File: src/verilog/riscv_mem_defs.svh
// Opcode, funct3, region and depth macros shared by the memory-side RTL and its testbench
`ifndef RISCV_MEM_DEFS_SVH
`define RISCV_MEM_DEFS_SVH

// ------------------------------------------------------------
// RV32I major opcodes
// ------------------------------------------------------------
`define OPC_LOAD    7'b0000011
`define OPC_STORE   7'b0100011

// ------------------------------------------------------------
// Access width codes carried in funct3
// ------------------------------------------------------------
`define FNC_B       3'b000
`define FNC_H       3'b001
`define FNC_W       3'b010
`define FNC_BU      3'b100
`define FNC_HU      3'b101

// Address bits 31..28 of the memory-mapped I/O window
`define IO_REGION   4'b1000

// Region select bits, valid only while bit 31 is clear
`define DMEM_BIT    28
`define IMEM_BIT    29

// Word counts of the two RAMs
`define DMEM_DEPTH  1024
`define IMEM_DEPTH  1024

`endif

File: src/verilog/mem_pkg.sv
// Data types shared by the memory-side blocks, imported by every RTL module and the testbench
package mem_pkg;

    // One 32-bit data word, four byte lanes wide
    typedef logic [31:0] word_t;

    // One enable bit per byte lane, bit 0 is the least significant byte
    typedef logic [3:0] lane_mask_t;

    // Where a load is served from
    // SRC_NONE returns zero for unmapped addresses and non-load cycles
    typedef enum logic [1:0] {
        SRC_NONE = 2'd0,
        SRC_DMEM = 2'd1,
        SRC_IO   = 2'd2
    } load_src_t;

endpackage

File: src/verilog/io_port.sv
// Memory-mapped I/O port with a lane-merged transmit register and a captured receive word
module io_port import mem_pkg::*; (
    input  logic       clk,
    input  logic       reset,
    input  lane_mask_t we,
    input  word_t      wdata,
    input  word_t      rx_data,
    input  logic       recv,
    output word_t      tx_data,
    output lane_mask_t tx_lanes,
    output word_t      rx_word
);

    // ------------------------------------------------------------
    // Transmit side
    // ------------------------------------------------------------
    always_ff @(posedge clk)
    begin
        if (reset)
        begin
            tx_data  <= '0;
            tx_lanes <= '0;
        end
        else
        begin
            for (int i = 0; i < 4; i++)
            begin
                if (we[i])
                    tx_data[8*i +: 8] <= wdata[8*i +: 8];
            end
            // Mask shows for one cycle, then drops back to zero
            tx_lanes <= we;
        end
    end

    // ------------------------------------------------------------
    // Receive side
    // ------------------------------------------------------------
    always_ff @(posedge clk)
    begin
        if (reset)
            rx_word <= '0;
        else if (recv)
            rx_word <= rx_data;
    end

endmodule

File: config.mk
export PLATFORM = sky130hd
export DESIGN_NAME = io_port
export DESIGN_NICKNAME = d
export VERILOG_FILES = /design/src/verilog/riscv_mem_defs.svh /design/src/verilog/mem_pkg.sv /design/src/verilog/io_port.sv
export SDC_FILE = /design/constraint.sdc
export NUM_CORES = 1
export LEC_CHECK = 0
export ABC_AREA = 1
export CORE_MARGIN = 4
export CORE_UTILIZATION = 40
export DETAILED_ROUTE_END_ITERATION = 8
export DONT_BUFFER_PORTS = 1
export SYNTH_ARGS = -nofsm -noshare
export SYNTH_HDL_FRONTEND = slang
export SYNTH_SLANG_ARGS = --single-unit
File: constraint.sdc
create_clock -name clk -period 1.2 [get_ports clk]
set_clock_uncertainty 0.05 [all_clocks]
set_input_delay 0.06 -clock clk [delete_from_list [all_inputs] [get_ports clk]]
set_output_delay 0.06 -clock clk [all_outputs]
set_load 0.005 [all_outputs]
## After elaboration in Yosys (flattened, before gate mapping)

Cells that the tools add are included.

- Input port bits: 71
- Output and inout port bits: 68
- Register bits: 68
- Logic and storage cells: 6

## Longest topological paths before layout

- Word-level depth: 0
- Gate-level depth with buffers: 5
- Mapped depth without buffers: 4

## Worst setup path before layout

Ideal clock, no wire load.

- Path kind: input port to flip-flop
- Start point: in we[0]
- End point: reg tx_data[0]
- Required time: 1036 ps
- Setup slack: 525 ps
- Path buffers: 2
- Arrival time: 511 ps
- Cell stages on the path: 4
- Library setup time: 114 ps
- Path through: buf_4 > buf_4 > nor2_1 > nor2_2

RTL lines:

| item | RTL line | text |
|---|---|---|
| from (decl) | io_port.sv:5 | `input lane_mask_t we,` |
| to (signal, indexed assignment) | io_port.sv:29 | `tx_data[8*i +: 8] <= wdata[8*i +: 8];` |
| to (decl) | io_port.sv:9 | `output word_t tx_data,` |

==> run_results.csv <==
group,metric,value,unit
status,status,"finished, final reports clean",
worst_setup_path,cp.arrival,1.35,ns
run,maxCapViolCount,0,
detailed_routing,routed_wl,7.21,mm
synthesis,synthTopCellsByArea,"dfxtp_1 (48%), nand2_1 (17%), nor2_1 (15%), inv_1 (9.0%), nor2_2 (4.8%)",
synthesis,synth-warning-count,0,
global_routing,grt_max_degree,45,
hold_path,hold_depth,3,
placed_design,dp_hpwl,4.04,mm
power,pwr-share-seq,46.4,%
detailed_routing,wl_per_cell,12.2,um
detailed_routing,drt_iter0_drc,72,
final_layout,stdcell_count,592,
sta,tightest_slew,0.586,ns
synthesis,synth_nets,489,
worst_setup_path,path_max_fanout,2,
worst_setup_path,worstRegToRegCells,3,
floorplanning,die_h,92.2,um
floorplanning,start_util,41.6,%
clock_tree,cts_tree,"yes",
final_layout,fin_util,56.9,%
sta,finalHoldViolations,0,
worst_setup_path,crit_type,"flop to flop",
placed_design,port_buffers,0,
final_layout,layout.nets,562,
worst_setup_path,crit_required,1.39,ns
detailed_routing,ant_nets,0,
sta,hold_ws,0.0377,ns
sta,period_share,96.8,%
clock_tree,clockBufferDepth,2,
global_routing,grt_pass1_vias,2573,
floorplanning,die-area,8510,um^2
sta,setup_viol,0,
synthesis,yosysSeqAreaShare,48.0,%
synthesis,synth_cell_types,9,
synthesis,syn_area,2840,um^2
global_routing,grt_pass1_wl,12.0,mm
sta,relSlewSlack,60.8,%
synthesis,synth.avg_cell_area,6.79,um^2
global_routing,grt_usage,17.6,%
power,p_leak,2.04,nW
sta,drv_slew,0,
final_layout,n_fill_cell,638,
synthesis,yosysTopAreaCell,"dfxtp_1",
final_layout,final_area,3890,um^2
synthesis,synth-seq-cells,68,
power,switchingPower,1.31,mW
worst_setup_path,critPathCaptureType,"flop",
clock_tree,worst_setup_hold_path_clk_slew,0.07,ns
worst_setup_path,crit_path_start_kind,"flop",
clock_tree,cts_made_buffers,9,
power,ir_drop,0.000566,V
worst_setup_path,crit_chain,"nor2_2, dlygate4sd3_1, nor2_1",
clock_tree,clkLatencyLatePin,0.34,ns
clock_tree,htreeDepth,3,
power,clockPowerShare,41.9,%
synthesis,yosysTopAreaCellShare,48.0,%
placed_design,placed_area,2800,um^2
worst_setup_path,cpPeakStageDelay,0.55,ns
detailed_routing,vias,2528,
synthesis,syn-instance-count,418,
power,p_comb_share,11.7,%
final_layout,antenna_cells,0,
floorplanning,die_width,92.2,um
power,switching_share,23.9,%
hold_path,hp-class,"primary input to flop",
detailed_routing,drt-vias-per-instance,4.27,
placed_design,place_ws,0.372,ns
placed_design,place_inst,496,
placed_design,gp_congestion,0.713,
final_layout,syn2layout_area_growth,36.9,%
worst_setup_path,crit_path_top_delay_cell,"dlygate4sd3_1",
floorplanning,pin_count,139,
clock_tree,cts.sink_count,68,
clock_tree,post-cts-setup-buffers,0,
global_routing,antenna_found_initial,0,
global_routing,grt_overflow,0,
detailed_routing,firstDrtPassIters,5,
floorplanning,core-area,6830,um^2
clock_tree,root_buffer,"clkbuf_8",
sta,setup_tns,0,ns
power,internal_power,4.19,mW
sta,fmaxAchievable,0.861,GHz
sta,grt_setup_unrepaired,"no",
power,power,5.50,mW
sta,timing.final.ws_setup,0.0379,ns
power,powerDensity,1420,nW/um^2
floorplanning,rows,30,
detailed_routing,drc,0,
final_layout,drive_above_1_share,11.9,%
sta,min_period,1.16,ns
cell usage in the layout (no fill, tap or decap):
cell type	count
inv_6	1
buf_12	1
clkinv_2	1
buf_4	3
dfxtp_1	55
nor2_1	107
nand2_1	128
dlymetal6s4s_1	2
dlygate4sd3_1	77
bufinv_16	3
nor2_2	25
clkinv_4	1
clkinvlp_4	1
inv_1	68
clkbuf_8	10
dfxtp_2	13
sequential cells by signal, summed over array words and instances, names as in the netlist:
register  count
tx_lanes      4
tx_data      32
rx_word      32
synth_stat cells:
cell / n
buf_6: 8
nand2_1: 128
inv_1: 68
dfxtp_1: 68
nor2_1: 110
buf_4: 12
buf_2: 1
inv_4: 1
nor2_2: 22
routing by layer:
layer	track usage (%)	share of wire, %	vias up	wire, um
met5	0	0	-	0
met4	8.42	3.1	0	225
met3	7.79	10	20	750
met2	27.7	45	105	3270
met1	20.4	41	1078	2970
li1	-	-	1325	-
worst max-delay path: cells and delay by family, from the launching register on:
family	cells	cell delay [ns]
buffers and inverters	1	0.55
DFF	1	0.34
and+or+nand+nor	2	0.12
cell families after synthesis:
kind of cell  share of synthesized area (%)
buf+inv                                15.7
simple gates                           36.3
flops                                  48.0
final cells by class:
type / count / area [um^2] / area share (%)
multi-input cells: 260 / 1040 / 26.7
clock buffers: 10 / 138 / 3.54
inverters: 69 / 264 / 6.79
clock inverters: 6 / 111 / 2.86
flip-flops and latches: 68 / 1380 / 35.4
well taps: 96 / 120 / 3.09
repair buffers: 83 / 838 / 21.6
power by group through the flow:
stage               clock [mW]  combinational (mW)  sequential, mW
finish                    2.30               0.645            2.55
global placement             0               0.344            2.59
CTS                       2.37               0.661            2.54
global route              2.47               0.747            2.57
floorplan                    0               0.405            2.55
detailed placement           0               0.356            2.59
what timing repair did:
action,in CTS,in global routing
hold buffers,91,1
endpoints found under the hold margin,68,12
setup endpoints to repair,0,45
gates resized for setup,0,19
path summary, 6_finish.rpt:
check / startpoint / end / slack (ns)
max: rx_word[11] / rx_word[11] / 0.04
min: recv / rx_word[0] / 0.04
max reg2reg: rx_word[11] / rx_word[11] / 0.04
min reg2reg: tx_data[26] / tx_data[26] / 0.44
(Power assumes the default switching activity.)
