File: src/verilog/riscv_mem_defs.svh
// Opcode, funct3, region and depth macros shared by the memory-side RTL and its testbench
`ifndef RISCV_MEM_DEFS_SVH
`define RISCV_MEM_DEFS_SVH

// ------------------------------------------------------------
// RV32I major opcodes
// ------------------------------------------------------------
`define OPC_LOAD    7'b0000011
`define OPC_STORE   7'b0100011

// ------------------------------------------------------------
// Access width codes carried in funct3
// ------------------------------------------------------------
`define FNC_B       3'b000
`define FNC_H       3'b001
`define FNC_W       3'b010
`define FNC_BU      3'b100
`define FNC_HU      3'b101

// Address bits 31..28 of the memory-mapped I/O window
`define IO_REGION   4'b1000

// Region select bits, valid only while bit 31 is clear
`define DMEM_BIT    28
`define IMEM_BIT    29

// Word counts of the two RAMs
`define DMEM_DEPTH  1024
`define IMEM_DEPTH  1024

`endif

File: src/verilog/mem_pkg.sv
// Data types shared by the memory-side blocks, imported by every RTL module and the testbench
package mem_pkg;

    // One 32-bit data word, four byte lanes wide
    typedef logic [31:0] word_t;

    // One enable bit per byte lane, bit 0 is the least significant byte
    typedef logic [3:0] lane_mask_t;

    // Where a load is served from
    // SRC_NONE returns zero for unmapped addresses and non-load cycles
    typedef enum logic [1:0] {
        SRC_NONE = 2'd0,
        SRC_DMEM = 2'd1,
        SRC_IO   = 2'd2
    } load_src_t;

endpackage

File: src/verilog/load_extract.sv
// Registers a load's width, offset and source, then selects and extends the returned data
`include "riscv_mem_defs.svh"

module load_extract import mem_pkg::*; (
    input  logic       clk,
    input  logic       reset,
    input  logic [2:0] funct3,
    input  logic [1:0] offset,
    input  load_src_t  load_src,
    input  word_t      dmem_rdata,
    input  word_t      io_word,
    output word_t      load_data
);

    logic [2:0]  funct3_q;
    logic [1:0]  offset_q;
    load_src_t   src_q;
    word_t       src_word;
    logic [7:0]  ld_byte;
    logic [15:0] ld_half;

    // Source returns to none on reset so load_data reads zero
    always_ff @(posedge clk)
    begin
        if (reset)
            src_q <= SRC_NONE;
        else
            src_q <= load_src;
    end

    always_ff @(posedge clk)
    begin
        funct3_q <= funct3;
        offset_q <= offset;
    end

    // ------------------------------------------------------------
    // Source select and extension
    // ------------------------------------------------------------
    always_comb
    begin
        case (src_q)
            SRC_DMEM: src_word = dmem_rdata;
            SRC_IO:   src_word = io_word;
            default:  src_word = '0;
        endcase
        ld_byte = src_word[8*offset_q +: 8];
        // Misaligned halfwords fall back to their aligned half
        ld_half = offset_q[1] ? src_word[31:16] : src_word[15:0];
        case (funct3_q)
            `FNC_B:  load_data = {{24{ld_byte[7]}}, ld_byte};
            `FNC_BU: load_data = {24'h000000, ld_byte};
            `FNC_H:  load_data = {{16{ld_half[15]}}, ld_half};
            `FNC_HU: load_data = {16'h0000, ld_half};
            default: load_data = src_word;
        endcase
    end

endmodule

File: config.mk
export PLATFORM = sky130hd
export DESIGN_NAME = load_extract
export DESIGN_NICKNAME = d
export VERILOG_FILES = /design/src/verilog/mem_pkg.sv /design/src/verilog/load_extract.sv
export VERILOG_INCLUDE_DIRS = /design/src /design/src/verilog
export SDC_FILE = /design/constraint.sdc
export NUM_CORES = 1
export LEC_CHECK = 0
export BUFFER_PORTS_ARGS = -buffer_cell sky130_fd_sc_hd__buf_4
export CAP_MARGIN = 0
export CORE_MARGIN = 10
export CORE_UTILIZATION = 24
export CTS_BUF_LIST = sky130_fd_sc_hd__clkbuf_8
export CTS_CLUSTER_SIZE = 16
export DETAILED_ROUTE_END_ITERATION = 6
export PLACE_DENSITY = 0.55
export SYNTH_ARGS = -nofsm -noshare
export SYNTH_HDL_FRONTEND = slang
export SYNTH_SLANG_ARGS = --single-unit
File: constraint.sdc
create_clock -name clk -period 2.3 [get_ports clk]
set_input_delay 0.23 -clock clk [delete_from_list [all_inputs] [get_ports clk]]
set_output_delay 0.23 -clock clk [all_outputs]
set_load 0.02 [all_outputs]
; Word-level counts from Yosys, hierarchy flattened
; Cells that the tools add are included.
[totals]
in_bits = 73
elab_cells = 13
out_inout_bits = 32
regBits = 7
[op_classes]
eq_ne = 5
mux = 3
n_reduce_logical = 1
shift = 1
[ops]
columns = cell, n
row1 = 32-bit one-hot mux with 4 select lines, 1
row2 = 32-bit one-hot mux with 2 select lines, 1
row3 = 32-bit by 6-bit indexed part select with 8-bit output, 1
row4 = 16-bit two-way mux, 1
row5 = 3-bit equality test (second input constant), 2
row6 = 3-bit by 1-bit equality test with 1-bit output (second input constant), 1
row7 = 3-bit logical NOT, 1
row8 = 2-bit by 1-bit equality test with 1-bit output (second input constant), 1
row9 = 2-bit equality test (second input constant), 1

; Longest topological paths before layout
[logic_depth]
ltp_word = 4
depth_mapped = 8
depth_no_buf = 6

; Worst setup path after synthesis
; Ideal clock, no wire load.
[synth_path]
path_type = register -> output
from = reg src_q[0]
to = out load_data[15]
t_required_ps = 2070
path_slack_ps = 134
n_path_buf = 2
arrival_ps = 1936
path_stages_with_launch = 9
cell_sequence = dfxtp_1 > inv_1 > ha_1 > buf_6 > or3_4 > a2111oi_4 > or2_1 > buf_6 > o21bai_1
[synth_between]
elab_chain_cells = 4
word_cells_on_any_way = 6
classes_between = eq/ne: 2 / shift: 1 / mux: 3
[synth_rtl]
columns = item, line
row1 = start: declaration, load_extract.sv:17  ; load_src_t src_q;
row2 = start signal: assignment, load_extract.sv:28  ; src_q <= load_src;
row3 = 2-bit equality test / 2-bit by 1-bit equality test with 1-bit output (equally long branches), load_extract.sv:42  ; case (src_q)
row4 = 32-bit one-hot mux with 2 select lines *, load_extract.sv:42
row5 = 32-bit by 6-bit indexed part select with 8-bit output / 16-bit two-way mux (equally long branches), "load_extract.sv:47, load_extract.sv:49"
row6 = 32-bit one-hot mux with 4 select lines *, load_extract.sv:50  ; case (funct3_q)
row7 = end: declaration, load_extract.sv:12  ; output word_t load_data
; Mark *: on every way between the ends. The rest lies on a longest branch, timed or not.

; Worst setup path in the final report
[layout_path]
from = reg src_q[0]
to = out load_data[23]
; Same word-level chain as after synthesis.

==> out/qor.txt <==
DP Area -> 2120 um2
Clk buf depth -> 2
# setup viols final -> 0
Initial drt markers -> 157
CTS Buf Count -> 3
Diodes inserted -> 0
Largest net degree at the start of global routing -> 26
Clk root buf -> clkbuf_8
Starting Density -> 24.7%
Post-Syn Area -> 1260 um2
RSZ-0062 raised after global routing -> true
Clock slew at reported path FFs -> 0.04 ns
Global route total overflow -> 0
Setup TNS -> 0 ns
Critical path launch point type -> flop
Nets -> 358
Unique masters post-synth -> 43
Required @ worst endpoint -> 2.07 ns
Chip height -> 92.5 um
Crit. End Element -> output pin
Routed len/inst -> 17.4 um
Top-Level Pins -> 105
DRC -> 0
Vias -> 1799
Crit share post-route -> 99.5%
Least-Margin Pin Slew -> 0.500 ns
Post-DRT Antenna Nets -> 0
Max_cap viols -> 0
Worst setup path class -> reg -> out
Port Buffers -> 104
Most frequent cells in the layout -> buf_4 (97), a22oi_1 (26), nand2_1 (23)
Slew headroom -> 66.7%
Tot GR Track Use -> 13.7%
Final Worst Setup Slack -> 0.0117 ns
Worst Hold Depth -> 1
Fillers -> 552
Synth top area share -> 15.5%
Most common cell after layout, fill and taps aside -> buf_4
Gp weighted congestion -> 0.795
Pwr per Cell Area -> 300 nW/um2
Avg Synthesized Cell Area -> 7.08 um2
Outcome -> complete, no violations
Die X -> 92.5 um
P_leak -> 1.08 nW
Synth Flop Type -> dfxtp_1
Layout cells sized above 1 -> 54.6%
Syn Inst Count -> 178
Dpl hpwl -> 4.99 mm
Critical path peak fanout -> 8
Warning count from the yosys run -> 0
Yosys reg bits -> 7
Register area share after synthesis -> 11.1%
Worst VDD drop -> 290 uV
CTS tree -> done
Final Hold Slack -> 0.109 ns
Synth top area cells -> a22oi_1 (15%), dfxtp_1 (11%), nand2_1 (8.0%)
First-pass GRT wire length -> 9.87 mm
Non-Filler Cell Area, Final -> 2400 um2
EDFF count, synth -> 0
Asr flop ratio synth -> 0%
Row count -> 26
Synth area leader -> a22oi_1
Arr. time, crit path -> 2.06 ns
Dpl ws -> 0.0317 ns
Htree depth -> 1
Worst Hold Class -> in -> reg
Final Hold Vio Count -> 0
Final count of pins violating max slew -> 0
Vias in the first global route -> 1984
Maximum clock frequency -> 437 MHz
Die ar. -> 8550 um2
Syn nets -> 253
Pre-antenna DRT Iters -> 4
Initial antenna violation count -> 0
Vias per cell -> 5.11
Post-Route WL -> 6.13 mm
Min cycle time layout -> 2.29 ns
Core ar. -> 5110 um2
Layout Utilization -> 47.0%
Synth-to-Final Area Change -> 90.4%
Clock sinks -> 7
==> Yosys cell counts, types with 2 or more instances <==
library cell	n
ha_1	2
a22oi_1	26
o21ai_1	7
o21ai_0	2
buf_6	3
a22o_1	9
buf_2	6
a221o_1	5
nor2_1	18
nand2_1	27
buf_1	4
nand2b_1	3
o21bai_1	2
o21ai_2	2
o211ai_1	12
inv_1	3
a32oi_1	2
dfxtp_1	7
nand3_1	2
clkbuf_1	6
nor2b_1	6
a21oi_1	3
==> state kept, by name, indices dropped and copies added, names as in the netlist <==
register,flops
src_q,2
funct3_q,3
offset_q,2
==> per-stage QoR <==
stage | power [W] | std cells
3_5_place_dp | 0.000521 | 345
6_report | 0.000721 | 352
4_1_cts | 0.000721 | 352
2_1_floorplan | 0.000331 | 178
5_1_grt | 0.000776 | 352
3_3_place_gp | 0.000518 | 345
==> layer usage <==
layer / global-route usage, % / routed length [um]
met5: 0 / 0
met4: 3.60 / 55
met3: 4.12 / 632
met2: 22.4 / 2840
met1: 17.1 / 2600
==> report_power, final <==
group	total [W]	leakage [nW]	switching, W	internal, W
registers	0.000139	0.0594	0.00000932	0.000129
clock network	0.000162	0.0269	0.0000475	0.000115
logic	0.000420	0.992	0.000209	0.000211
total	0.000721	1.08	0.000266	0.000455
==> kinds of logic after synthesis <==
group	after synthesis	share of synthesized area, %
flip-flops	7	11.1
AND/OR/NAND/NOR	64	23.3
adder cells (fa/ha/maj)	2	1.99
multiplexers	1	0.794
buffers and inverters	22	8.94
AO/OA/AOI/OAI	82	53.8
==> worst paths after layout <==
| kind | start | to |
|---|---|---|
| min | funct3[2] | funct3_q[2]$_DFF_P_ |
| max | src_q[0]$_SDFF_PP0_ | load_data[23] |
==> final cells by class <==
cell class / count / area, um2 / share of cell area (%)
clock buffers: 3 / 41.3 / 1.72
clock inverters: 1 / 3.75 / 0.156
inverters: 3 / 11.3 / 0.469
multi-input cells: 149 / 1130 / 47.3
flip-flops and latches: 7 / 144 / 6.00
well taps: 70 / 87.6 / 3.65
repair buffers: 119 / 976 / 40.7
==> critical path: stages (launching register included) <==
cell	delay, ns
dfxtp_2	0.35
inv_2	0.05
ha_4	0.19
a221oi_4	0.33
a2111oi_4	0.09
buf_4	0.16
a211oi_4	0.24
buf_6	0.20
nand2_1	0.09
buf_6	0.14
==> what timing repair did <==
action                                  CTS  global route
resized for setup                        35            18
hold buffers                              0             0
endpoints found under the setup margin   26            26
pin swaps                                 8             2
buffers inserted                          2             0
hold endpoints to repair                  0             0
gates cloned                              1             0
Note: power is estimated with default switching activity, not from simulation.
