### config.mk
export PLATFORM = sky130hd
export DESIGN_NAME = mem_control
export DESIGN_NICKNAME = d
export VERILOG_FILES = /design/src/verilog/mem_pkg.sv /design/src/verilog/mem_control.sv
export VERILOG_INCLUDE_DIRS = /design/src /design/src/verilog
export SDC_FILE = /design/constraint.sdc
export NUM_CORES = 1
export LEC_CHECK = 0
export ABC_CLOCK_PERIOD_IN_PS = 1100
export BUFFER_PORTS_ARGS = -buffer_cell sky130_fd_sc_hd__buf_2
export CAP_MARGIN = 5
export CORE_AREA = 2 2 39 41
export DETAILED_ROUTE_END_ITERATION = 10
export DIE_AREA = 0 0 41 43
export GPL_ROUTABILITY_DRIVEN = 0
export PLACE_DENSITY = 0.81
export SLEW_MARGIN = 15
export SYNTH_ARGS = -nofsm -noshare
export SYNTH_HDL_FRONTEND = slang
export SYNTH_SLANG_ARGS = --single-unit
export TNS_END_PERCENT = 30
### constraint.sdc
create_clock -name vclk -period 1.1
set_input_delay 0.11 -clock vclk [all_inputs]
set_output_delay 0.11 -clock vclk [all_outputs]
set_load 0.02 [all_outputs]
### src/verilog/riscv_mem_defs.svh
// Opcode, funct3, region and depth macros shared by the memory-side RTL and its testbench
`ifndef RISCV_MEM_DEFS_SVH
`define RISCV_MEM_DEFS_SVH

// ------------------------------------------------------------
// RV32I major opcodes
// ------------------------------------------------------------
`define OPC_LOAD    7'b0000011
`define OPC_STORE   7'b0100011

// ------------------------------------------------------------
// Access width codes carried in funct3
// ------------------------------------------------------------
`define FNC_B       3'b000
`define FNC_H       3'b001
`define FNC_W       3'b010
`define FNC_BU      3'b100
`define FNC_HU      3'b101

// Address bits 31..28 of the memory-mapped I/O window
`define IO_REGION   4'b1000

// Region select bits, valid only while bit 31 is clear
`define DMEM_BIT    28
`define IMEM_BIT    29

// Word counts of the two RAMs
`define DMEM_DEPTH  1024
`define IMEM_DEPTH  1024

`endif

### src/verilog/mem_pkg.sv
// Data types shared by the memory-side blocks, imported by every RTL module and the testbench
package mem_pkg;

    // One 32-bit data word, four byte lanes wide
    typedef logic [31:0] word_t;

    // One enable bit per byte lane, bit 0 is the least significant byte
    typedef logic [3:0] lane_mask_t;

    // Where a load is served from
    // SRC_NONE returns zero for unmapped addresses and non-load cycles
    typedef enum logic [1:0] {
        SRC_NONE = 2'd0,
        SRC_DMEM = 2'd1,
        SRC_IO   = 2'd2
    } load_src_t;

endpackage

### src/verilog/mem_control.sv
// Combinational decode of each access into per-region byte-lane enables and the I/O receive strobe
`include "riscv_mem_defs.svh"

module mem_control import mem_pkg::*; (
    input  logic [6:0] opcode,
    input  logic [2:0] funct3,
    input  word_t      addr,
    output lane_mask_t dmem_we,
    output lane_mask_t imem_we,
    output lane_mask_t io_we,
    output logic       io_recv,
    output load_src_t  load_src
);

    lane_mask_t mask;
    logic       in_dmem;
    logic       in_imem;
    logic       in_io;

    // Region hits, 0x3xxx_xxxx hits both RAMs
    assign in_dmem = !addr[31] && addr[`DMEM_BIT];
    assign in_imem = !addr[31] && addr[`IMEM_BIT];
    assign in_io   = (addr[31:28] == `IO_REGION);

    // ------------------------------------------------------------
    // Lane mask from width and offset
    // ------------------------------------------------------------
    always_comb
    begin
        case (funct3)
            `FNC_B:
                mask = lane_mask_t'(4'b0001 << addr[1:0]);
            `FNC_H:
            begin
                case (addr[1:0])
                    2'b00:   mask = 4'b0011;
                    2'b10:   mask = 4'b1100;
                    default: mask = 4'b0000;  // odd offset writes nothing
                endcase
            end
            `FNC_W:
                mask = (addr[1:0] == 2'b00) ? 4'b1111 : 4'b0000;
            default:
                mask = 4'b0000;
        endcase
    end

    // ------------------------------------------------------------
    // Region gating and load source
    // ------------------------------------------------------------
    always_comb
    begin
        dmem_we  = '0;
        imem_we  = '0;
        io_we    = '0;
        io_recv  = 1'b0;
        load_src = SRC_NONE;
        case (opcode)
            `OPC_STORE:
            begin
                if (in_dmem)
                    dmem_we = mask;
                if (in_imem)
                    imem_we = mask;
                if (in_io)
                    io_we = mask;
            end
            `OPC_LOAD:
            begin
                if (in_io)
                begin
                    io_recv  = 1'b1;
                    load_src = SRC_IO;
                end
                else if (in_dmem)
                    load_src = SRC_DMEM;
            end
            default:
                load_src = SRC_NONE;
        endcase
    end

    // A store never reaches both dmem and the I/O port
    a_region_excl: assert final ($isunknown(addr) || !((|dmem_we) && (|io_we)))
        else $error("mem_control: dmem and I/O written together, addr %h", addr);

    // A byte store touches at most one lane in any region
    a_sb_one_lane: assert final ($isunknown({opcode, funct3, addr}) ||
                                 !(opcode == `OPC_STORE && funct3 == `FNC_B) ||
                                 $onehot0(dmem_we | imem_we | io_we))
        else $error("mem_control: SB enabled several lanes, addr %h", addr);

endmodule

Yosys cells after proc, flatten, opt, wreduce, memory -nomap -nowiden --
Cells that the tools add are included. W data, S select, Z words.
Word-level totals: input bits 42, output and inout bits 15, bits in latches 0, bits in read-only memories 0, memories kept 0, flip-flop bits (word level) 0, logic and storage cells 26, memory bits (writable) 0
Operators by class: add/subtract/negate cells 0, order comparisons 0, muxes and demuxes 14, equality and inequality tests 6, bitwise logic cells 0, reduce and logical (&&, ||, !) cells 5, shifts and indexed selects 1, div/mod/pow operators 0, $mul 0
Operator list (number):
- $mux W4 | 7
- $pmux W4 S3 | 1
- $pmux W4 S2 | 1
- $eq A7 B2 Y1 const B | 1
- $eq A7 B6 Y1 const B | 1
- $eq A4 B4 Y1 const B | 1
- $mux W2 | 2
- $shl A1 B2 Y4 const A | 1
- $eq A3 B1 Y1 const B | 1
- $eq A3 B2 Y1 const B | 1
- $logic_not A3 Y1 | 1
- $mux W1 | 3
- $eq A2 B2 Y1 const B | 1
- $logic_and A1 B1 Y1 | 2
- $logic_not A2 Y1 | 1
- $logic_not A1 Y1 | 1

Logic depth before layout (Yosys ltp) --
depth in word-level cells 5, mapped depth 4, depth with buffers taken out 3

Worst setup path before layout --
OpenSTA, ideal clock, no wires.
kind input-to-output, start point input addr[28], end point output load_src[1], setup slack -0.430 ns, arrival 1.420 ns, data required time 0.990 ns, path buffers 1, stages on the path 3, cells stage by stage or4b_4 > nor3_1 > buf_4
On the way: longest elaborated chain between the ends 3
RTL lines:
- start: declaration | line mem_control.sv:7 | input word_t addr,
- $eq A4 B4 Y1 (no line)
- $mux W2 | line mem_control.sv:70 | if (in_io)
- $mux W2 | line mem_control.sv:58 | case (opcode)
- end: declaration | line mem_control.sv:12 | output load_src_t load_src
Every way passes these cells.

Worst setup path in the final report --
start point input opcode[3], end point output io_we[3]
On the way: longest elaborated chain between the ends 2
RTL lines:
- start: declaration | line mem_control.sv:5 | input logic [6:0] opcode,
- $eq A7 B6 Y1 | line mem_control.sv:58
- $mux W4 | line mem_control.sv:58
- end: declaration | line mem_control.sv:10 | output lane_mask_t io_we,
Every way passes these cells.

==> impl_metrics.env <==
export IMPL_status="finished, violations left"
export IMPL_failed_checks="negative setup slack"
export IMPL_crit_fanout=5
export IMPL_synthSimpleGateAreaFrac=0.817
export IMPL_core_mm2=0.00138
export IMPL_rsz0062_at_grt="yes"
export IMPL_worst_pin_slew_ns=0.399
export IMPL_syn_nets=82
export IMPL_fmax_ghz=0.808
export IMPL_die_w_um=41
export IMPL_route_detailed_wl_per_inst_um=12.0
export IMPL_finalHoldViolations=0
export IMPL_grt_pass1_vias=416
export IMPL_postRouteAntennaNets=0
export IMPL_worst_setup_path_start_kind="input pin"
export IMPL_start_util=0.197
export IMPL_ys_warn_count=0
export IMPL_area_growth_pct=177
export IMPL_ir_drop_mv=0.125
export IMPL_dieArea_mm2=0.00176
export IMPL_synth_cells=40
export IMPL_port_buffers=31
export IMPL_synth_avg_cell_area_um2=6.82
export IMPL_synthMuxAreaShare=0
export IMPL_vias=474
export IMPL_hp_start="opcode[5]"
export IMPL_gr_usage_met3=0.00524
export IMPL_finalWirelength_mm=1.18
export IMPL_drtPass1Iterations=2
export IMPL_dp_hpwl_um=852
export IMPL_drc=0
export IMPL_dp_cells=97
export IMPL_multiInputGateArea_um2=385
export IMPL_worst_slack_ns=-0.138
export IMPL_p_per_area_mw_per_mm2=240
export IMPL_busiest_layer="met2"
export IMPL_fp_row_count=14
export IMPL_via_per_inst=4.84
export IMPL_seqCellArea_um2=0
export IMPL_io_pins=57
export IMPL_grt_total_usage=0.124
export IMPL_die_h_um=43
export IMPL_synth_fa_ha_area_frac=0
export IMPL_fillers=126
export IMPL_drt_iter0_drc=5
export IMPL_min_path_cells=4
export IMPL_yosysUniqueCellTypes=22
export IMPL_whs_endpoint="load_src[1]"
export IMPL_grt_pass1_wl_mm=1.61
export IMPL_grt_overflow=0
export IMPL_critPathCaptureType="output port"
export IMPL_synth_compound_area_frac=0.156
export IMPL_totalPowerFinal_w=0.000181
export IMPL_dp_slack_ns=-0.262
export IMPL_min_path_type="in -> out"
export IMPL_grt_start_max_net_pins=6
export IMPL_synth_xor_area_frac=0
export IMPL_n_antenna_cell=0
export IMPL_layout_nets=126
export IMPL_finalCritPeriodShare=1.13
export IMPL_worstPathArrival_ns=1.13
export IMPL_drv_slew=0
export IMPL_antenna_found_initial=0
export IMPL_use_met1=0.159
export IMPL_synth_top_family_by_area="simple AND/OR/NAND/NOR gates"
export IMPL_max_slew_margin=0.733
export IMPL_post_route_min_period_ns=1.24
export IMPL_drive_gt1_frac=0.720
export IMPL_clock_buffers=0
export IMPL_final_cell_count_no_fill=98
export IMPL_met2_usage=0.228
export IMPL_drv_cap=0
export IMPL_design_seq_count=0
export IMPL_setup_violations_final=15
export IMPL_yosysSeqAreaShare=0
export IMPL_p_leak_nw=0.344
export IMPL_critPathRequiredTime_ns=0.99
export IMPL_critPathKind="in -> out"
export IMPL_synth_area_um2=273
kinds of logic after synthesis:
group | Yosys count
AND/OR/NAND/NOR | 34
buffers and inverters | 1
AO/OA/AOI/OAI | 5
where the power goes:
| group | switching (W) | internal [W] | leakage, nW |
|---|---|---|---|
| Sequential | 0 | 0 | 0 |
| Clock | 0 | 0 | 0 |
| Combinational | 0.0000817 | 0.0000997 | 0.344 |
| Total | 0.0000817 | 0.0000997 | 0.344 |
per-stage QoR:
stage | setup TNS (ns) | area [µm²] | hold slack [ns] | util
after global routing | -2.21 | 754 | 0.635 | 0.545
after CTS | -1.31 | 672 | 0.620 | 0.486
after global placement | -1.76 | 576 | 0.610 | 0.416
after floorplan | -0.282 | 329 | 0.260 | -
final | -1.50 | 754 | 0.615 | 0.545
after detailed placement | -1.88 | 576 | 0.619 | 0.416
how the worst max path moves through the flow:
| stage | startpoint | slack [ns] | end | cells past startpoint |
|---|---|---|---|---|
| floorplan | addr[28] | -0.11 | load_src[1] | 3 |
| global route | opcode[2] | -0.19 | imem_we[3] | 5 |
| global placement | addr[28] | -0.25 | io_we[3] | 4 |
| finish | opcode[3] | -0.14 | io_we[3] | 5 |
| detailed placement | addr[28] | -0.26 | io_we[3] | 4 |
| CTS | opcode[3] | -0.14 | io_we[3] | 5 |
layout make-up:
type / count / share of cell area
repair buffers: 43 / 0.463
multi-input cells: 39 / 0.511
well taps: 16 / 0.0265
worst max-delay path: stages:
cell	delay (ns)
buf_6	0.09
and4bb_2	0.35
nand2_4	0.11
nor4_4	0.28
buf_4	0.18
synthesized netlist by cell type (2+ instances only):
cell      n  share of area
o21ai_0   2          0.037
nor3b_1   2          0.055
nor2_1   12           0.17
or2b_1    2          0.055
nor4_1    2          0.046
nor3_1    2          0.037
nor2b_1   3          0.069
placed cells by master, fill, tap and decap left out, drive strengths merged:
| master | count |
|---|---|
| nor4b | 2 |
| o311ai | 1 |
| buf | 43 |
| nor4 | 3 |
| a211oi | 1 |
| nand2b | 1 |
| a2111o | 1 |
| and4bb | 2 |
| nor3 | 2 |
| or4b | 1 |
| nor2b | 3 |
| nand4b | 1 |
| or2b | 2 |
| nand2 | 1 |
| nor3b | 2 |
| nor2 | 12 |
| nand3 | 1 |
| nand3b | 1 |
| o21ai | 2 |
timing repair:
item                                    CTS  global route
hold buffers                              0             0
resized for setup                        24            22
setup buffers                             1             0
pin swaps                                 8             5
endpoints found under the setup margin   15            15
routing by layer:
layer | wire length, µm | vias up
met5 | 0 | -
met4 | 0 | 0
met3 | 91 | 0
met2 | 636 | 21
met1 | 451 | 216
li1 | - | 237
Note: power is estimated with default switching activity, not from simulation.
