**config.mk**
```make
export PLATFORM = sky130hd
export DESIGN_NAME = store_align
export DESIGN_NICKNAME = d
export VERILOG_FILES = /design/src/verilog/mem_pkg.sv /design/src/verilog/store_align.sv
export VERILOG_INCLUDE_DIRS = /design/src /design/src/verilog
export SDC_FILE = /design/constraint.sdc
export NUM_CORES = 1
export LEC_CHECK = 0
export BUFFER_PORTS_ARGS = -buffer_cell sky130_fd_sc_hd__buf_4
export CAP_MARGIN = 20
export CORE_UTILIZATION = 32
export DETAILED_ROUTE_END_ITERATION = 10
export PLACE_DENSITY = 0.91
export SYNTH_ARGS = -nofsm -noshare
export SYNTH_HDL_FRONTEND = slang
export SYNTH_SLANG_ARGS = --single-unit
```
**constraint.sdc**
```tcl
create_clock -name vclk -period 1.3
set_input_delay 0.13 -clock vclk [all_inputs]
set_output_delay 0.13 -clock vclk [all_outputs]
set_load 0.005 [all_outputs]
```
**src/verilog/riscv_mem_defs.svh**
```systemverilog
// Opcode, funct3, region and depth macros shared by the memory-side RTL and its testbench
`ifndef RISCV_MEM_DEFS_SVH
`define RISCV_MEM_DEFS_SVH

// ------------------------------------------------------------
// RV32I major opcodes
// ------------------------------------------------------------
`define OPC_LOAD    7'b0000011
`define OPC_STORE   7'b0100011

// ------------------------------------------------------------
// Access width codes carried in funct3
// ------------------------------------------------------------
`define FNC_B       3'b000
`define FNC_H       3'b001
`define FNC_W       3'b010
`define FNC_BU      3'b100
`define FNC_HU      3'b101

// Address bits 31..28 of the memory-mapped I/O window
`define IO_REGION   4'b1000

// Region select bits, valid only while bit 31 is clear
`define DMEM_BIT    28
`define IMEM_BIT    29

// Word counts of the two RAMs
`define DMEM_DEPTH  1024
`define IMEM_DEPTH  1024

`endif

```
**src/verilog/mem_pkg.sv**
```systemverilog
// Data types shared by the memory-side blocks, imported by every RTL module and the testbench
package mem_pkg;

    // One 32-bit data word, four byte lanes wide
    typedef logic [31:0] word_t;

    // One enable bit per byte lane, bit 0 is the least significant byte
    typedef logic [3:0] lane_mask_t;

    // Where a load is served from
    // SRC_NONE returns zero for unmapped addresses and non-load cycles
    typedef enum logic [1:0] {
        SRC_NONE = 2'd0,
        SRC_DMEM = 2'd1,
        SRC_IO   = 2'd2
    } load_src_t;

endpackage

```
**src/verilog/store_align.sv**
```systemverilog
// Places store data into the byte lanes that the access width and address offset target
`include "riscv_mem_defs.svh"

module store_align import mem_pkg::*; (
    input  logic [2:0] funct3,
    input  logic [1:0] offset,
    input  word_t      store_data,
    output word_t      wdata
);

    logic [7:0]  st_byte;
    logic [15:0] st_half;

    assign st_byte = store_data[7:0];
    assign st_half = store_data[15:0];

    // ------------------------------------------------------------
    // Lane placement
    // ------------------------------------------------------------
    always_comb
    begin
        case (funct3)
            `FNC_B:
                // Byte goes to lane offset, other lanes are don't-care
                wdata = word_t'(st_byte) << (8 * offset);
            `FNC_H:
            begin
                if (offset[1])
                    wdata = {st_half, 16'h0000};
                else
                    wdata = {16'h0000, st_half};
            end
            default:
                wdata = store_data;
        endcase
    end

endmodule
```
Word level (Yosys, flattened, before mapping)

Cells that the tools add are included.

Reduce and logical (&&, ||, !) cells: 1
Equal/unequal tests: 1
Mux-type cells: 2
Shifts and indexed selects: 1

Operator list:

| operator                                                              | count |
|---|---|
| 32-bit case mux with 2 select lines                                   | 1 |
| 32-bit 2-to-1 mux                                                     | 1 |
| 8-bit by 5-bit << shifter with 32-bit output                          | 1 |
| 3-bit by 1-bit equality test with 1-bit output, second input constant | 1 |
| 3-bit logical NOT                                                     | 1 |

Output and inout bits: 32
Register bits after elaboration: 0
Word-level logic and storage cells: 5
Input bits: 37

Depth between registers and ports, before layout

Gate-level depths: netlist (run 1).

Depth in word-level cells: 2
Mapped depth: 5
Gate-level depth less buffers: 3

Worst setup path before layout (run 1)

Ideal clock, no wire load.

Path type: in2out
From: in funct3[2]
To: out wdata[26]
Slack: 0.167 ns
Data arrival time: 1.003 ns
Stages on the path: 5
Path through: or2_1 -> buf_6 -> buf_8 -> and2_0 -> a221o_1

Cells in the longest elaborated chain, start to end: 2

RTL lines:

| element                                                                             | RTL line          | source |
|---|---|---|
| start, declared                                                                     | store_align.sv:5  | `input logic [2:0] funct3,` |
| 3-bit by 1-bit equality test with 1-bit output or 3-bit logical NOT (tied branches) | store_align.sv:22 | `case (funct3)` |
| 32-bit case mux with 2 select lines *                                               | store_align.sv:22 |  |
| end, declared                                                                       | store_align.sv:8  | `output word_t wdata` |

Every way passes the cells marked *; elsewhere a longest branch is shown, timed or not.

Final worst setup path (run 1)

From: in funct3[1]
To: out wdata[27]

Same word-level chain as after synthesis.

==> flow_summary.ini, run 1 <==
[status]
status = complete, but fails checks
violations = setup timing

[floorplan]
rows = 13
ios = 69
core_sq_mm = 0.00135
fp.dieH_microns = 40.9
die_width_microns = 40.9
start_util_pct = 35.8
die_area_sq_mm = 0.00167

[routing]
drc_errors = 0
drtIter0Drc = 17
drt_pass1_iterations = 4
wire_per_inst_microns = 13.7
wl_mm = 2.24
dr_total_vias = 874
ant_nets = 0
via_per_inst = 5.33

[timing]
finalMaxSlewViolations = 0
worstMarginPinSlew_ns = 0.489
period_minus_slack_ns = 1.32
worst_slack_ns = -0.0224
fmax_mhz = 756
setup_violations = 8
period_share_pct = 102
hold_violations = 0
timing.hold.ws_ns = 0.550
relSlewSlack_pct = 67.2
grt_setup_unrepaired = true

[global_routing]
grt_pass1_vias = 728
grt_max_degree = 16
gr-total-overflow = 0
grt.total_usage_pct = 25.2
grt_pass1_wl_mm = 2.93
antenna_found_initial = 0

[final_layout]
seq_area_sq_um = 0
layout_common_cells = buf_4 (76), o21ai_0 (16), and2_1 (12)
fin_util_pct = 81.8
drive_gt1_share_pct = 60.4
n_sequential_cell = 0
final_common_cell = buf_4
n_antenna_cell = 0
nets = 188
n_clock_buffer = 0
syn2layout_area_growth_pct = 129

[yosys]
yosys.area_share.adder_pct = 0
synth-simple-area-share_pct = 42.0
yosysSeqAreaShare_pct = 0
synth-compound-area-share_pct = 49.2
synth_area_sq_um = 483
synth_top_family_by_area = compound AO/OA/AOI/OAI gates
synth_cell_types = 20
synth_xor_area_share_pct = 0
muxShareOfSynthArea_pct = 0
avgSynthCellArea_sq_um = 6.53
synth_cells = 74
synth_warnings = 0
synth_nets = 111

[hold_path]
hp-class = in -> out

[pwr]
power.leakage_uw = 0.000550
power_uw = 382
powerDensity_mw_per_mm2 = 346
ir_drop_uv = 215

[cts]
ctsHoldBuffers = 0

[place]
place.gp.congestion = 0.749
portBuffers = 69
hpwl_mm = 1.74

[worst_setup_path]
crit_required_ns = 1.17
critPathCaptureType = output port
crit_fanout = 9
cp.arrival_ns = 1.19
critical_path_class = in -> out
start_kind = input pin

[run]
timing.max_cap.violations = 0
worst max-delay path, cell delays in order:
cell and delay (ns):
buf_6 0.10, or2_4 0.26, buf_4 0.16, and2_0 0.15, a221o_1 0.26, buf_4 0.14
metal layers:
layer,GRT usage [%],routed length (microns)
met2,48.4,1140
met3,3.26,201
met1,28.8,904
met4,5.00,0
met5,0,0
path summary, 6_finish.rpt:
kind / startpoint / to / slack [ns] / cells after the start
setup / recovery: funct3[1] / wdata[27] / -0.02 / 6
hold / removal: store_data[18] / wdata[18] / 0.55 / 3
area by class of cell:
cell class | count | area (sq um)
well taps | 15 | 18.8
multi-input cells | 68 | 459
repair buffers | 81 | 627
fillers | 98 | 245
what timing repair did:
action                                  CTS  global route
endpoints found under the setup margin   23            31
resized for setup                         9             5
setup buffers                             2             0
pin swaps                                 4             5
cells in the mapped netlist, drive strengths merged (2+ instances only):
master	count	area share, %
or2	2	2.6
a22o	8	15
and2	15	19
nor3b	2	5.4
nor2b	2	3.1
clkbuf	3	2.3
o21ai	18	19
and3	2	2.6
buf	3	6.5
a221o	7	15
nand2	9	7.0
through the flow:
stage          setup TNS [ns]  worst slack (ns)  instance area [sq um]  cells
5_1_grt                -0.735           -0.0666                   1100    164
2_1_floorplan               0             0.167                    483     74
4_1_cts               -0.0874           -0.0148                   1090    164
3_3_place_gp            -1.93            -0.106                   1050    162
3_5_place_dp            -2.51            -0.153                   1050    162
6_report              -0.0982           -0.0224                   1100    164
report_power, final:
| part | total (uW) | switching [uW] | internal, uW |
|---|---|---|---|
| Combinational | 382 | 140 | 243 |
| Clock | 0 | 0 | 0 |
| Sequential | 0 | 0 | 0 |
| Total | 382 | 140 | 243 |
logic make-up (layout without fill, tap and decap cells):
group	Yosys count	count (layout)
simple gates	34	34
compound gates	34	34
buf+inv	6	81
(Power assumes the default switching activity.)
==> run 2: changes to the inputs <==
Settings changed: CELL_PAD_IN_SITES_DETAIL_PLACEMENT set to 1, CELL_PAD_IN_SITES_GLOBAL_PLACEMENT set to 2, CORE_UTILIZATION 32 to 11, PLACE_DENSITY 0.91 to 0.83.
Clock period 1.3 ns to 1.2 ns, I/O delays scaled along.
==> flow_summary.ini, run 2 (synthesis gave the netlist of run 1 again) <==
[status]
status = complete, but fails checks
violations = setup timing

[floorplan]
core_sq_mm = 0.00412
fp.dieH_microns = 68.3
start_util_pct = 11.7
die_width_microns = 68.3
die_area_sq_mm = 0.00466
ios = 69
rows = 23

[pwr]
power_frac_clock_pct = 0
p_int_uw = 308
powerDensity_mw_per_mm2 = 375
p_switching_uw = 179
p_seq_share_pct = 0
combPwrFrac_pct = 100.0
ir_drop_uv = 109
power.leakage_uw = 0.000636
switching_share_pct = 36.8

[final_layout]
syn2layout_area_growth_pct = 169
fin_area_sq_mm = 0.00130
n_antenna_cell = 0
n_sequential_cell = 0
final_common_cell = buf_4
seq_area_sq_um = 0
n_clock_buffer = 0
nets = 198
drive_gt1_share_pct = 70.4
layout_common_cells = buf_4 (79), o21ai_1 (10), buf_6 (10)

[run]
timing.max_cap.violations = 0

[timing]
relSlewSlack_pct = 80.8
setup_total_negative_slack_ns = -0.824
worstMarginPinSlew_ns = 0.287
hold_violations = 0
period_share_pct = 108
setup_violations = 15
period_minus_slack_ns = 1.30
fmax_mhz = 770
finalMaxSlewViolations = 0
worst_slack_ns = -0.0993
grt_setup_unrepaired = true

[place]
place_ws_ns = -0.185
place_area_sq_mm = 0.00116
place.gp.congestion = 0.705
hpwl_mm = 2.49
portBuffers = 69

[global_routing]
grt.total_usage_pct = 12.3
grt_max_degree = 9
grt_pass1_vias = 988
grt_pass1_wl_mm = 4.42
antenna_found_initial = 0
gr-total-overflow = 0

[worst_setup_path]
cp.arrival_ns = 1.18
critical_path_class = in -> out
crit_fanout = 8
critPathCaptureType = output port
start_kind = input pin
crit_required_ns = 1.08

[cts]
ctsHoldBuffers = 0

[hold_path]
hp-class = in -> out

[routing]
dr_total_vias = 912
drtIter0Drc = 24
drt_pass1_iterations = 4
via_per_inst = 4.36
wl_mm = 3.00
ant_nets = 0
wire_per_inst_microns = 14.4
drc_errors = 0
run 2: cell count changes in the layout (fill, tap and decap cells not counted), sizes merged:
cell,delta
buf,+10
run 2: layout make-up:
type                       instances  area, sq um
fill                             521         2820
timing repair buffer              91          726
multi-input combinational         68          512
tap                               50         62.6
run 2: through the flow:
stage	total power, uW	hold slack (ns)	cells	util, %
after global placement	416	0.531	205	28.1
final	487	0.536	209	31.6
after CTS	470	0.530	208	30.3
after global routing	528	0.549	209	31.6
after floorplan	138	0.344	74	-
after detailed placement	426	0.530	205	28.1
run 2: worst paths after layout:
check / cells after the start / endpoint / from
worst max-delay path: 6 / wdata[30] / funct3[1]
worst min-delay path: 3 / wdata[17] / store_data[17]
run 2: power groups by stage:
stage | Clock, uW | Sequential [uW] | Combinational [uW]
after detailed placement | 0 | 0 | 426
after CTS | 0 | 0 | 470
after global placement | 0 | 0 | 416
final | 0 | 0 | 487
after global routing | 0 | 0 | 528
after floorplan | 0 | 0 | 138
run 2: critical path, stage by stage:
cell,delay [ns]
buf_8,0.10
or2_4,0.27
buf_6,0.14
and2_4,0.15
a221o_1,0.26
buf_4,0.14
run 2: timing repair:
item | 4_1_cts | 5_1_grt
pin swaps | 20 | 6
gates resized for setup | 31 | 17
cloned | 1 | 0
buffers inserted | 2 | 1
endpoints found under the setup margin | 31 | 32
run 2: metal layers:
layer  part of all wire [%]  track usage (%)
met5                      0                0
met4                   0.83             1.04
met3                    8.1             1.00
met2                     51             24.4
met1                     40             14.5
